--- src/logic/riscvPipe_macros.svh ---
/*
 * RV32I pipeline sizing
 * Word width, register count and reset PC shared by the core
 */

`ifndef RISCVPIPE_MACROS_SVH
`define RISCVPIPE_MACROS_SVH

// Data and address width of the core
`define XLEN 32

// Architectural integer registers, x0 included
`define NREGS 32

// First fetch address after reset
`define RESET_PC 32'h0000_0000

`endif

--- src/logic/riscvPipe_pkg.sv ---
/*
 * RV32I pipeline types
 * Opcode and control encodings plus the structs passed between
 * controller and datapath
 */

`default_nettype none

package riscvPipe_pkg;

    typedef enum logic [6:0] {
        OP_R      = 7'b0110011,
        OP_IMM    = 7'b0010011,
        OP_LOAD   = 7'b0000011,
        OP_STORE  = 7'b0100011,
        OP_BRANCH = 7'b1100011,
        OP_JAL    = 7'b1101111
    } opcode_e;

    typedef enum logic [2:0] {
        ALU_ADD = 3'b000,
        ALU_SUB = 3'b001,
        ALU_AND = 3'b010,
        ALU_OR  = 3'b011,
        ALU_SLT = 3'b100
    } aluOp_e;

    typedef enum logic [1:0] {IMM_I, IMM_S, IMM_B, IMM_J} immSrc_e;

    typedef enum logic [1:0] {RES_ALU, RES_MEM, RES_PC4} resultSrc_e;

    // Operand source in execute
    typedef enum logic [1:0] {
        FWD_REG = 2'b00,
        FWD_WB  = 2'b01,
        FWD_MEM = 2'b10
    } forward_e;

    // Fields the controller needs from the datapath
    typedef struct packed {
        opcode_e    opcode;
        logic [2:0] funct3;
        logic       funct7b5;
        logic [4:0] rs1D;
        logic [4:0] rs2D;
        logic [4:0] rs1E;
        logic [4:0] rs2E;
        logic [4:0] rdE;
        logic [4:0] rdM;
        logic [4:0] rdW;
    } decodeInfo_t;

    typedef struct packed {
        immSrc_e    immSrcD;
        aluOp_e     aluOpE;
        logic       aluSrcE;     // Immediate as ALU operand B
        logic       branchE;
        logic       branchNeE;   // bne rather than beq
        logic       jumpE;
        resultSrc_e resultSrcM;
        logic       memWriteM;
        logic       regWriteW;
        resultSrc_e resultSrcW;
    } stageCtl_t;

    typedef struct packed {
        logic     stallF;
        logic     stallD;
        logic     flushD;
        logic     flushE;
        forward_e forwardAE;
        forward_e forwardBE;
    } hazardCtl_t;

endpackage

`default_nettype wire

--- src/logic/riscvRegFile.sv ---
/*
 * Integer register file
 * Two read ports, one write port, x0 hardwired to zero and
 * same-cycle write data returned on reads
 */

`default_nettype none

`include "riscvPipe_macros.svh"

module riscvRegFile (
    input  wire logic                       clk,
    input  wire logic                       arstN_i,
    input  wire logic [$clog2(`NREGS)-1:0]  rs1Addr_i,
    input  wire logic [$clog2(`NREGS)-1:0]  rs2Addr_i,
    input  wire logic [$clog2(`NREGS)-1:0]  rdAddr_i,
    input  wire logic [`XLEN-1:0]           rdData_i,
    input  wire logic                       we_i,
    output logic      [`XLEN-1:0]           rs1Data_o,
    output logic      [`XLEN-1:0]           rs2Data_o
);

    logic [`XLEN-1:0] regs [1:`NREGS-1];  // No storage behind x0

    function automatic logic [`XLEN-1:0] readPort(input logic [$clog2(`NREGS)-1:0] addr);
        if (addr == '0) begin
            return '0;
        end
        if (we_i && (addr == rdAddr_i)) begin
            return rdData_i;  // Write-through
        end
        return regs[addr];
    endfunction

    always_ff @(posedge clk or negedge arstN_i) begin
        if (!arstN_i) begin
            for (int i = 1; i < `NREGS; i++) begin
                regs[i] <= '0;
            end
        end else if (we_i && (rdAddr_i != '0)) begin
            regs[rdAddr_i] <= rdData_i;
        end
    end

    always_comb begin
        rs1Data_o = readPort(rs1Addr_i);
        rs2Data_o = readPort(rs2Addr_i);
    end

endmodule

`default_nettype wire

--- src/logic/riscvPipeController.sv ---
/*
 * Pipeline controller
 * Decodes instructions, carries control down to writeback and
 * resolves forwarding, load-use, fetch-ready and mispredict hazards
 */

`default_nettype none

module riscvPipeController (
    input  wire logic                        clk,
    input  wire logic                        arstN_i,
    input  wire riscvPipe_pkg::decodeInfo_t  decodeInfo_i,
    input  wire logic                        mispredictE_i,
    input  wire logic                        readyF_i,
    output riscvPipe_pkg::stageCtl_t         stageCtl_o,
    output riscvPipe_pkg::hazardCtl_t        hazardCtl_o
);

    // Control consumed in execute and later
    typedef struct packed {
        logic                      regWrite;
        riscvPipe_pkg::resultSrc_e resultSrc;
        logic                      memWrite;
        logic                      branch;
        logic                      branchNe;
        logic                      jump;
        riscvPipe_pkg::aluOp_e     aluOp;
        logic                      aluSrc;
    } exCtl_t;

    exCtl_t                    ctlD;
    exCtl_t                    ctlE;
    riscvPipe_pkg::immSrc_e    immSrcD;
    logic                      regWriteM;
    riscvPipe_pkg::resultSrc_e resultSrcM;
    logic                      memWriteM;
    logic                      regWriteW;
    riscvPipe_pkg::resultSrc_e resultSrcW;
    logic                      lwStall;

    function automatic riscvPipe_pkg::aluOp_e aluFromFunct(input logic [2:0] funct3,
                                                           input logic       isSub);
        case (funct3)
            3'b000:  return isSub ? riscvPipe_pkg::ALU_SUB : riscvPipe_pkg::ALU_ADD;
            3'b010:  return riscvPipe_pkg::ALU_SLT;
            3'b110:  return riscvPipe_pkg::ALU_OR;
            3'b111:  return riscvPipe_pkg::ALU_AND;
            default: return riscvPipe_pkg::ALU_ADD;
        endcase
    endfunction

    // Highest priority to the youngest producer
    function automatic riscvPipe_pkg::forward_e fwdSel(input logic [4:0] rs);
        if ((rs != '0) && (rs == decodeInfo_i.rdM) && regWriteM) begin
            return riscvPipe_pkg::FWD_MEM;
        end
        if ((rs != '0) && (rs == decodeInfo_i.rdW) && regWriteW) begin
            return riscvPipe_pkg::FWD_WB;
        end
        return riscvPipe_pkg::FWD_REG;
    endfunction

    // Main decoder, unknown opcodes become bubbles
    always_comb begin
        ctlD    = '0;
        immSrcD = riscvPipe_pkg::IMM_I;
        case (decodeInfo_i.opcode)
            riscvPipe_pkg::OP_R: begin
                ctlD.regWrite = 1'b1;
                ctlD.aluOp    = aluFromFunct(decodeInfo_i.funct3, decodeInfo_i.funct7b5);
            end
            riscvPipe_pkg::OP_IMM: begin
                ctlD.regWrite = 1'b1;
                ctlD.aluSrc   = 1'b1;
                ctlD.aluOp    = aluFromFunct(decodeInfo_i.funct3, 1'b0);  // No subi
            end
            riscvPipe_pkg::OP_LOAD: begin
                ctlD.regWrite  = 1'b1;
                ctlD.aluSrc    = 1'b1;
                ctlD.resultSrc = riscvPipe_pkg::RES_MEM;
            end
            riscvPipe_pkg::OP_STORE: begin
                ctlD.memWrite = 1'b1;
                ctlD.aluSrc   = 1'b1;
                immSrcD       = riscvPipe_pkg::IMM_S;
            end
            riscvPipe_pkg::OP_BRANCH: begin
                ctlD.branch   = 1'b1;
                ctlD.branchNe = decodeInfo_i.funct3[0];  // 000 beq, 001 bne
                immSrcD       = riscvPipe_pkg::IMM_B;
            end
            riscvPipe_pkg::OP_JAL: begin
                ctlD.regWrite  = 1'b1;
                ctlD.jump      = 1'b1;
                ctlD.resultSrc = riscvPipe_pkg::RES_PC4;
                immSrcD        = riscvPipe_pkg::IMM_J;
            end
            default: ;
        endcase
    end

    always_ff @(posedge clk or negedge arstN_i) begin
        if (!arstN_i) begin
            ctlE       <= '0;
            regWriteM  <= 1'b0;
            resultSrcM <= riscvPipe_pkg::RES_ALU;
            memWriteM  <= 1'b0;
            regWriteW  <= 1'b0;
            resultSrcW <= riscvPipe_pkg::RES_ALU;
        end else begin
            ctlE       <= hazardCtl_o.flushE ? '0 : ctlD;
            regWriteM  <= ctlE.regWrite;
            resultSrcM <= ctlE.resultSrc;
            memWriteM  <= ctlE.memWrite;
            regWriteW  <= regWriteM;
            resultSrcW <= resultSrcM;
        end
    end

    // Load in execute feeding the instruction in decode
    assign lwStall = (ctlE.resultSrc == riscvPipe_pkg::RES_MEM) &&
                     ((decodeInfo_i.rdE == decodeInfo_i.rs1D) ||
                      (decodeInfo_i.rdE == decodeInfo_i.rs2D));

    always_comb begin
        hazardCtl_o.stallF    = (lwStall || !readyF_i) && !mispredictE_i;
        hazardCtl_o.stallD    = lwStall && !mispredictE_i;
        hazardCtl_o.flushD    = mispredictE_i || (!readyF_i && !lwStall);  // Fetch bubble
        hazardCtl_o.flushE    = mispredictE_i || lwStall;
        hazardCtl_o.forwardAE = fwdSel(decodeInfo_i.rs1E);
        hazardCtl_o.forwardBE = fwdSel(decodeInfo_i.rs2E);
    end

    always_comb begin
        stageCtl_o.immSrcD    = immSrcD;
        stageCtl_o.aluOpE     = ctlE.aluOp;
        stageCtl_o.aluSrcE    = ctlE.aluSrc;
        stageCtl_o.branchE    = ctlE.branch;
        stageCtl_o.branchNeE  = ctlE.branchNe;
        stageCtl_o.jumpE      = ctlE.jump;
        stageCtl_o.resultSrcM = resultSrcM;
        stageCtl_o.memWriteM  = memWriteM;
        stageCtl_o.regWriteW  = regWriteW;
        stageCtl_o.resultSrcW = resultSrcW;
    end

endmodule

`default_nettype wire

--- src/logic/riscvPipeDatapath.sv ---
/*
 * Pipeline datapath
 * PC, stage data registers, immediates, ALU with forwarding,
 * branch resolution and writeback select
 */

`default_nettype none

`include "riscvPipe_macros.svh"

module riscvPipeDatapath (
    input  wire logic                       clk,
    input  wire logic                       arstN_i,
    input  wire logic [`XLEN-1:0]           instrF_i,
    input  wire logic [`XLEN-1:0]           readDataM_i,
    input  wire riscvPipe_pkg::stageCtl_t   stageCtl_i,
    input  wire riscvPipe_pkg::hazardCtl_t  hazardCtl_i,
    output logic      [`XLEN-1:0]           pcF_o,
    output riscvPipe_pkg::decodeInfo_t      decodeInfo_o,
    output logic                            mispredictE_o,
    output logic      [`XLEN-1:0]           aluResultM_o,
    output logic      [`XLEN-1:0]           writeDataM_o
);

    typedef struct packed {
        logic [`XLEN-1:0] instr;
        logic [`XLEN-1:0] pc;
    } fdReg_t;

    typedef struct packed {
        logic [`XLEN-1:0] rd1;
        logic [`XLEN-1:0] rd2;
        logic [`XLEN-1:0] pc;
        logic [`XLEN-1:0] imm;
        logic [4:0]       rs1;
        logic [4:0]       rs2;
        logic [4:0]       rd;
    } deReg_t;

    typedef struct packed {
        logic [`XLEN-1:0] aluResult;
        logic [`XLEN-1:0] data;       // Store data in M, load data in W
        logic [`XLEN-1:0] pcPlus4;
        logic [4:0]       rd;
    } memReg_t;

    logic [`XLEN-1:0] pcF;
    logic [`XLEN-1:0] pcNextF;
    fdReg_t           fd;
    deReg_t           de;
    deReg_t           deNext;
    memReg_t          em;
    memReg_t          mw;
    logic [`XLEN-1:0] rd1D;
    logic [`XLEN-1:0] rd2D;
    logic [`XLEN-1:0] srcAE;
    logic [`XLEN-1:0] srcBE;
    logic [`XLEN-1:0] writeDataE;
    logic [`XLEN-1:0] aluResultE;
    logic [`XLEN-1:0] pcTargetE;
    logic [`XLEN-1:0] fwdValueM;
    logic [`XLEN-1:0] resultW;
    logic             takenE;

    function automatic logic [`XLEN-1:0] fwdMux(input riscvPipe_pkg::forward_e sel,
                                                input logic [`XLEN-1:0]     regVal,
                                                input logic [`XLEN-1:0]     wbVal,
                                                input logic [`XLEN-1:0]     memVal);
        case (sel)
            riscvPipe_pkg::FWD_MEM: return memVal;
            riscvPipe_pkg::FWD_WB:  return wbVal;
            default:                return regVal;
        endcase
    endfunction

    // Fetch
    assign pcNextF = mispredictE_o ? pcTargetE : pcF + `XLEN'd4;
    assign pcF_o   = pcF;

    always_ff @(posedge clk or negedge arstN_i) begin
        if (!arstN_i) begin
            pcF <= `RESET_PC;
            fd  <= '0;
        end else begin
            if (!hazardCtl_i.stallF) begin
                pcF <= pcNextF;
            end
            if (hazardCtl_i.flushD) begin
                fd <= '0;  // Zero word decodes as a bubble
            end else if (!hazardCtl_i.stallD) begin
                fd.instr <= instrF_i;
                fd.pc    <= pcF;
            end
        end
    end

    // Decode
    riscvRegFile regFile_i (
        .clk       (clk),
        .arstN_i   (arstN_i),
        .rs1Addr_i (fd.instr[19:15]),
        .rs2Addr_i (fd.instr[24:20]),
        .rdAddr_i  (mw.rd),
        .rdData_i  (resultW),
        .we_i      (stageCtl_i.regWriteW),
        .rs1Data_o (rd1D),
        .rs2Data_o (rd2D)
    );

    always_comb begin
        deNext.rd1 = rd1D;
        deNext.rd2 = rd2D;
        deNext.pc  = fd.pc;
        deNext.rs1 = fd.instr[19:15];
        deNext.rs2 = fd.instr[24:20];
        deNext.rd  = fd.instr[11:7];
        case (stageCtl_i.immSrcD)
            riscvPipe_pkg::IMM_S:
                deNext.imm = {{(`XLEN-12){fd.instr[31]}}, fd.instr[31:25], fd.instr[11:7]};
            riscvPipe_pkg::IMM_B:
                deNext.imm = {{(`XLEN-12){fd.instr[31]}}, fd.instr[7], fd.instr[30:25],
                              fd.instr[11:8], 1'b0};
            riscvPipe_pkg::IMM_J:
                deNext.imm = {{(`XLEN-20){fd.instr[31]}}, fd.instr[19:12], fd.instr[20],
                              fd.instr[30:21], 1'b0};
            default:
                deNext.imm = {{(`XLEN-12){fd.instr[31]}}, fd.instr[31:20]};
        endcase
    end

    always_comb begin
        decodeInfo_o.opcode   = riscvPipe_pkg::opcode_e'(fd.instr[6:0]);
        decodeInfo_o.funct3   = fd.instr[14:12];
        decodeInfo_o.funct7b5 = fd.instr[30];
        decodeInfo_o.rs1D     = deNext.rs1;
        decodeInfo_o.rs2D     = deNext.rs2;
        decodeInfo_o.rs1E     = de.rs1;
        decodeInfo_o.rs2E     = de.rs2;
        decodeInfo_o.rdE      = de.rd;
        decodeInfo_o.rdM      = em.rd;
        decodeInfo_o.rdW      = mw.rd;
    end

    // Execute
    assign fwdValueM  = (stageCtl_i.resultSrcM == riscvPipe_pkg::RES_PC4) ? em.pcPlus4
                                                                            : em.aluResult;
    assign srcAE      = fwdMux(hazardCtl_i.forwardAE, de.rd1, resultW, fwdValueM);
    assign writeDataE = fwdMux(hazardCtl_i.forwardBE, de.rd2, resultW, fwdValueM);
    assign srcBE      = stageCtl_i.aluSrcE ? de.imm : writeDataE;
    assign pcTargetE  = de.pc + de.imm;

    always_comb begin
        case (stageCtl_i.aluOpE)
            riscvPipe_pkg::ALU_SUB: aluResultE = srcAE - srcBE;
            riscvPipe_pkg::ALU_AND: aluResultE = srcAE & srcBE;
            riscvPipe_pkg::ALU_OR:  aluResultE = srcAE | srcBE;
            riscvPipe_pkg::ALU_SLT: aluResultE = {{(`XLEN-1){1'b0}},
                                                  $signed(srcAE) < $signed(srcBE)};
            default:                aluResultE = srcAE + srcBE;
        endcase
    end

    // Not-taken prediction, so any redirect is a mispredict
    assign takenE        = stageCtl_i.branchE &&
                           ((srcAE == writeDataE) ^ stageCtl_i.branchNeE);
    assign mispredictE_o = takenE || stageCtl_i.jumpE;

    always_ff @(posedge clk or negedge arstN_i) begin
        if (!arstN_i) begin
            de <= '0;
            em <= '0;
            mw <= '0;
        end else begin
            de <= hazardCtl_i.flushE ? '0 : deNext;
            em.aluResult <= aluResultE;
            em.data      <= writeDataE;
            em.pcPlus4   <= de.pc + `XLEN'd4;
            em.rd        <= de.rd;
            mw.aluResult <= em.aluResult;
            mw.data      <= readDataM_i;  // Memory answers in the same cycle
            mw.pcPlus4   <= em.pcPlus4;
            mw.rd        <= em.rd;
        end
    end

    // Memory
    assign aluResultM_o = em.aluResult;
    assign writeDataM_o = em.data;

    // Writeback
    always_comb begin
        case (stageCtl_i.resultSrcW)
            riscvPipe_pkg::RES_MEM: resultW = mw.data;
            riscvPipe_pkg::RES_PC4: resultW = mw.pcPlus4;
            default:                resultW = mw.aluResult;
        endcase
    end

endmodule

`default_nettype wire

--- src/logic/riscvPipe.sv ---
/*
 * Five-stage RV32I pipeline top
 * Controller plus datapath, memories sit outside
 */

`default_nettype none

`include "riscvPipe_macros.svh"

module riscvPipe (
    input  wire logic              clk,
    input  wire logic              arstN_i,
    output logic     [`XLEN-1:0]   pcF_o,
    input  wire logic [`XLEN-1:0]  instrF_i,
    input  wire logic              readyF_i,      // Instruction memory has data
    output logic                   readEnableF_o,
    output logic                   memWriteM_o,
    output logic     [`XLEN-1:0]   aluResultM_o,  // Data address
    output logic     [`XLEN-1:0]   writeDataM_o,
    input  wire logic [`XLEN-1:0]  readDataM_i
);

    riscvPipe_pkg::decodeInfo_t decodeInfo;
    riscvPipe_pkg::stageCtl_t   stageCtl;
    riscvPipe_pkg::hazardCtl_t  hazardCtl;
    logic                       mispredictE;

    assign readEnableF_o = !hazardCtl.stallF;
    assign memWriteM_o   = stageCtl.memWriteM;

    riscvPipeController controller_i (
        .clk           (clk),
        .arstN_i       (arstN_i),
        .decodeInfo_i  (decodeInfo),
        .mispredictE_i (mispredictE),
        .readyF_i      (readyF_i),
        .stageCtl_o    (stageCtl),
        .hazardCtl_o   (hazardCtl)
    );

    riscvPipeDatapath datapath_i (
        .clk           (clk),
        .arstN_i       (arstN_i),
        .instrF_i      (instrF_i),
        .readDataM_i   (readDataM_i),
        .stageCtl_i    (stageCtl),
        .hazardCtl_i   (hazardCtl),
        .pcF_o         (pcF_o),
        .decodeInfo_o  (decodeInfo),
        .mispredictE_o (mispredictE),
        .aluResultM_o  (aluResultM_o),
        .writeDataM_o  (writeDataM_o)
    );

endmodule

`default_nettype wire

--- config.mk ---
export PLATFORM = sky130hd
export DESIGN_NAME = riscvPipe
export DESIGN_NICKNAME = d
export VERILOG_FILES = /design/src/logic/riscvPipe_pkg.sv /design/src/logic/riscvRegFile.sv /design/src/logic/riscvPipeController.sv /design/src/logic/riscvPipeDatapath.sv /design/src/logic/riscvPipe.sv
export VERILOG_INCLUDE_DIRS = /design/src /design/src/logic
export SDC_FILE = /design/constraint.sdc
export NUM_CORES = 2
export LEC_CHECK = 0
export BUFFER_PORTS_ARGS = -buffer_cell sky130_fd_sc_hd__buf_4
export CORE_MARGIN = 2
export CORE_UTILIZATION = 45
export CTS_CLUSTER_SIZE = 14
export DETAILED_ROUTE_END_ITERATION = 8
export PLACE_DENSITY = 0.67
export SYNTH_ARGS = -nofsm -noshare
export SYNTH_HDL_FRONTEND = slang
export SYNTH_SLANG_ARGS = --single-unit
--- constraint.sdc ---
create_clock -name clk -period 6.3 [get_ports clk]
set_input_delay 0 -clock clk [delete_from_list [all_inputs] [get_ports clk]]
set_output_delay 0 -clock clk [all_outputs]
set_load 0.02 [all_outputs]
==> results_dict.tcl <==
set metrics [dict create \
    p_leak_uw 0.0375 \
    crit_type "flop to output port" \
    cp_max_fo 19 \
    io_buffers 164 \
    p_sw_uw 5410 \
    drtIter0Drc 7118 \
    clock_path_buffers 3 \
    io_pins 165 \
    ys_ff_latch 1439 \
    slew_violations 0 \
    num_rows 151 \
    tns_ps 0 \
    yosysWarnings 0 \
    clkLatencyLatePin_ps 840 \
    gp_congestion 1.01 \
    root_buffer "clkbuf_16" \
    rsz0062_at_grt "false" \
    tightest_slew_ps 1320 \
    syn_inst 7263 \
    setup_viol 0 \
    die_x_um 418 \
    synthArstFlopShare_pct 100 \
    cts_buffers 158 \
    track_usage_pct 30.7 \
    crit_path_frequent_cell "buf_4" \
    ys_types 80 \
    wl_per_cell_um 27.9 \
    power.density_nw_per_um2 242 \
    core_um2 170000 \
    syn_area_per_cell_um2 10.6 \
    fin_crit_sh_pct 96.2 \
    fin_hold_ws_ps -26.2 \
    seq_power_share_pct 46.1 \
    rr_startpoint "datapath_i.decodeInfo_o[15]$_DFF_PN0_" \
    chipHeight_um 418 \
    dr.pass1.iters 6 \
    dp_hpwl_um 169000 \
    grt_pass1_wl_um 397000 \
    finalNetCount 7443 \
    skew_ps 41.1 \
    grt_max_degree 195 \
    synth_fp_nets 7464 \
    wirelength_um 267000 \
    crit_path_top_delay_cell "dfrtp_1" \
    synth-edff-count 0 \
    n_fill_cell 14600 \
    antenna_found_initial 10 \
    crit_buf_inv 3 \
    cp.arrival_ps 6060 \
    timing.final.hold_violations 3 \
    ys_seq_area_share_pct 46.7 \
    internal_power_uw 15800 \
    drv_cap 0 \
    pwr-share-clk_pct 46.7 \
    violations "hold timing" \
    cts.reportedPaths.clkPinSlew_ps 60 \
    drc 0 \
    numClockSinks 1439 \
    crit_path_start_kind "flop" \
    drive_above_1_share_pct 18.9 \
    worstHoldPathType "input port to asynchronous set/reset pin" \
    critPathCaptureType "output port" \
    n_antenna_cell 0 \
    timing.critical_path.from "datapath_i.decodeInfo_o[2]$_DFF_PN0_" \
    grt_pass1_vias 59300 \
    cts_htree_levels 4 \
    synthToLayoutAreaGrowth_pct 13.2 \
    vias 59700 \
    status "finished, violations left" \
    vdd_ir_drop_max_uv 223 \
    vias_per_cell 6.22 \
    combPwrFrac_pct 7.3 \
    synth.largest_area_cell "dfrtp_1" \
    ys.flop_type "dfrtp_1" \
    die-area_um2 175000 \
    cp_top_family "simple AND/OR/NAND/NOR gates" \
    syn_area_um2 77100 \
    crit_chain "xnor2_1 > o211a_2 > buf_4 > nand3_1 > and3b_1 > nor4b_1 > a311oi_1 > nor4_1 > o2111ai_1 > o311ai_2 > nand3_4 > buf_4 > or2_2 > buf_4" \
    initial_core_util_pct 45.4 \
    clock.fmax_ghz 0.165 \
    antenna_left 0 \
    slew-limit-headroom_pct 12.0 \
    cts_tree "yes" \
    cp.required_ps 6300 \
    cpPeakStageDelay_ps 530 \
    grt-ovfl-total 0 \
    period_needed_ps 6060 \
    yosys-top-cells-area "dfrtp_1, mux4_2, o21ai_0" \
    swShare_pct 25.6 \
    synth.top_cell.area_share_pct 46.7 \
]
power by group through the flow:
stage / Sequential, uW / Combinational [uW] / Clock [uW]
after floorplan: 9760 / 836 / 0
after global placement: 9910 / 1440 / 0
after detailed placement: 9900 / 1450 / 0
after CTS: 9740 / 1530 / 9960
after global routing: 9750 / 1660 / 10300
final: 9750 / 1540 / 9870
cells by family after synthesis:
group           synth area share (%)
xor+xnor                        2.10
buf+inv                         4.39
fa+ha+maj                       2.20
flops                           46.7
compound gates                  13.6
mux                             19.9
simple gates                    11.1
synth_stat cells, types with 10 or more instances:
| cell | number |
|---|---|
| o21ai_1 | 22 |
| nand3_1 | 126 |
| a22oi_1 | 35 |
| nor3b_1 | 20 |
| nor3_1 | 80 |
| o21ai_0 | 1124 |
| o21bai_1 | 15 |
| mux2i_1 | 127 |
| mux4_2 | 576 |
| buf_2 | 44 |
| buf_1 | 60 |
| and3_1 | 36 |
| clkbuf_1 | 515 |
| o21a_1 | 47 |
| nand2b_1 | 24 |
| nor2_1 | 321 |
| and2_1 | 69 |
| a22o_1 | 66 |
| buf_4 | 68 |
| o22ai_1 | 34 |
| nor2b_1 | 15 |
| ha_1 | 131 |
| xor2_1 | 72 |
| mux2_2 | 99 |
| a21oi_1 | 326 |
| a211oi_1 | 13 |
| a21o_1 | 40 |
| xnor2_1 | 111 |
| or2_2 | 12 |
| nand2_1 | 1245 |
| a31oi_1 | 33 |
| nor4_1 | 10 |
| nand4_1 | 27 |
| a21boi_0 | 12 |
| inv_1 | 127 |
| dfrtp_1 | 1439 |
| o31ai_1 | 12 |
through the flow:
| stage | setup slack [ps] | std cells | power [uW] | instance area (um^2) | utilization [%] |
|---|---|---|---|---|---|
| after floorplan | 872 | 7263 | 10600 | 77100 | - |
| after global placement | 611 | 9146 | 11300 | 80200 | 47.2 |
| after detailed placement | 424 | 9146 | 11300 | 80200 | 47.2 |
| after CTS | 42.1 | 9590 | 21200 | 87300 | 51.4 |
| after global routing | 37.1 | 9591 | 21800 | 87300 | 51.4 |
| final | 237 | 9591 | 21200 | 87300 | 51.4 |
flip-flops by register name, indices dropped and copies added (netlist names), 7 cells and up:
register	flops
datapath_i.de	117
datapath_i.writeDataM_o	32
datapath_i.aluResultM_o	32
datapath_i.pcF_o	32
datapath_i.deNext	37
datapath_i.em	32
controller_i.stageCtl_o	7
datapath_i.decodeInfo_o	46
datapath_i.mw	96
datapath_i.regFile_i.regs	992
worst paths after layout:
path | endpoint | slack, ps | depth (start not counted)
worst min register to register | controller_i.memWriteM$_DFF_PN0_ | 360 | 0
worst min-delay path | datapath_i.regFile_i.regs[157]$_DFFE_PN0P_ | -30 | 3
max in group asynchronous | datapath_i.de[127]$_DFF_PN0_ | 5130 | 4
worst max register to register | datapath_i.aluResultM_o[31]$_DFF_PN0_ | 340 | 23
min in group clk | controller_i.memWriteM$_DFF_PN0_ | 360 | 0
worst max-delay path | readEnableF_o | 240 | 14
routing by layer:
layer	GRT usage, %	share of wire, %
met3	6.89	9.1
met2	47.4	46
met1	41.6	40
met5	0	0.011
met4	13.9	4.9
final cells by class:
type                       count  area, um^2  share of cell area, %
multi-input combinational   5008       38000                   43.5
sequential                  1439       36000                   41.3
clock buffer                 215        4520                   5.18
timing repair buffer         508        4480                   5.13
tap                         2218        2780                   3.18
clock inverter                76        1000                   1.15
inverter                     127         477                  0.546
tightest hold or removal path: cells and delay by family:
family	cells	cell delay [ps]
buf+inv	3	1290
cells in the final DEF (no fill, tap or decap), types with 130 or more instances in the layout:
master,synthesis,final
o21ai_0,1124,1123
mux4_2,576,576
dfrtp_1,1439,1429
nor2_1,321,320
nand2_1,1245,1213
dlygate4sd3_1,0,152
buf_4,68,335
ha_1,131,130
clkbuf_16,0,159
a21oi_1,326,326
what timing repair did:
action                                 4_1_cts  5_1_grt
endpoints found under the hold margin     1018        0
setup endpoints to repair                    0        2
resized for setup                            0        6
hold buffers                               153        0
buffers inserted                             0        1
(Power assumes the default switching activity.)
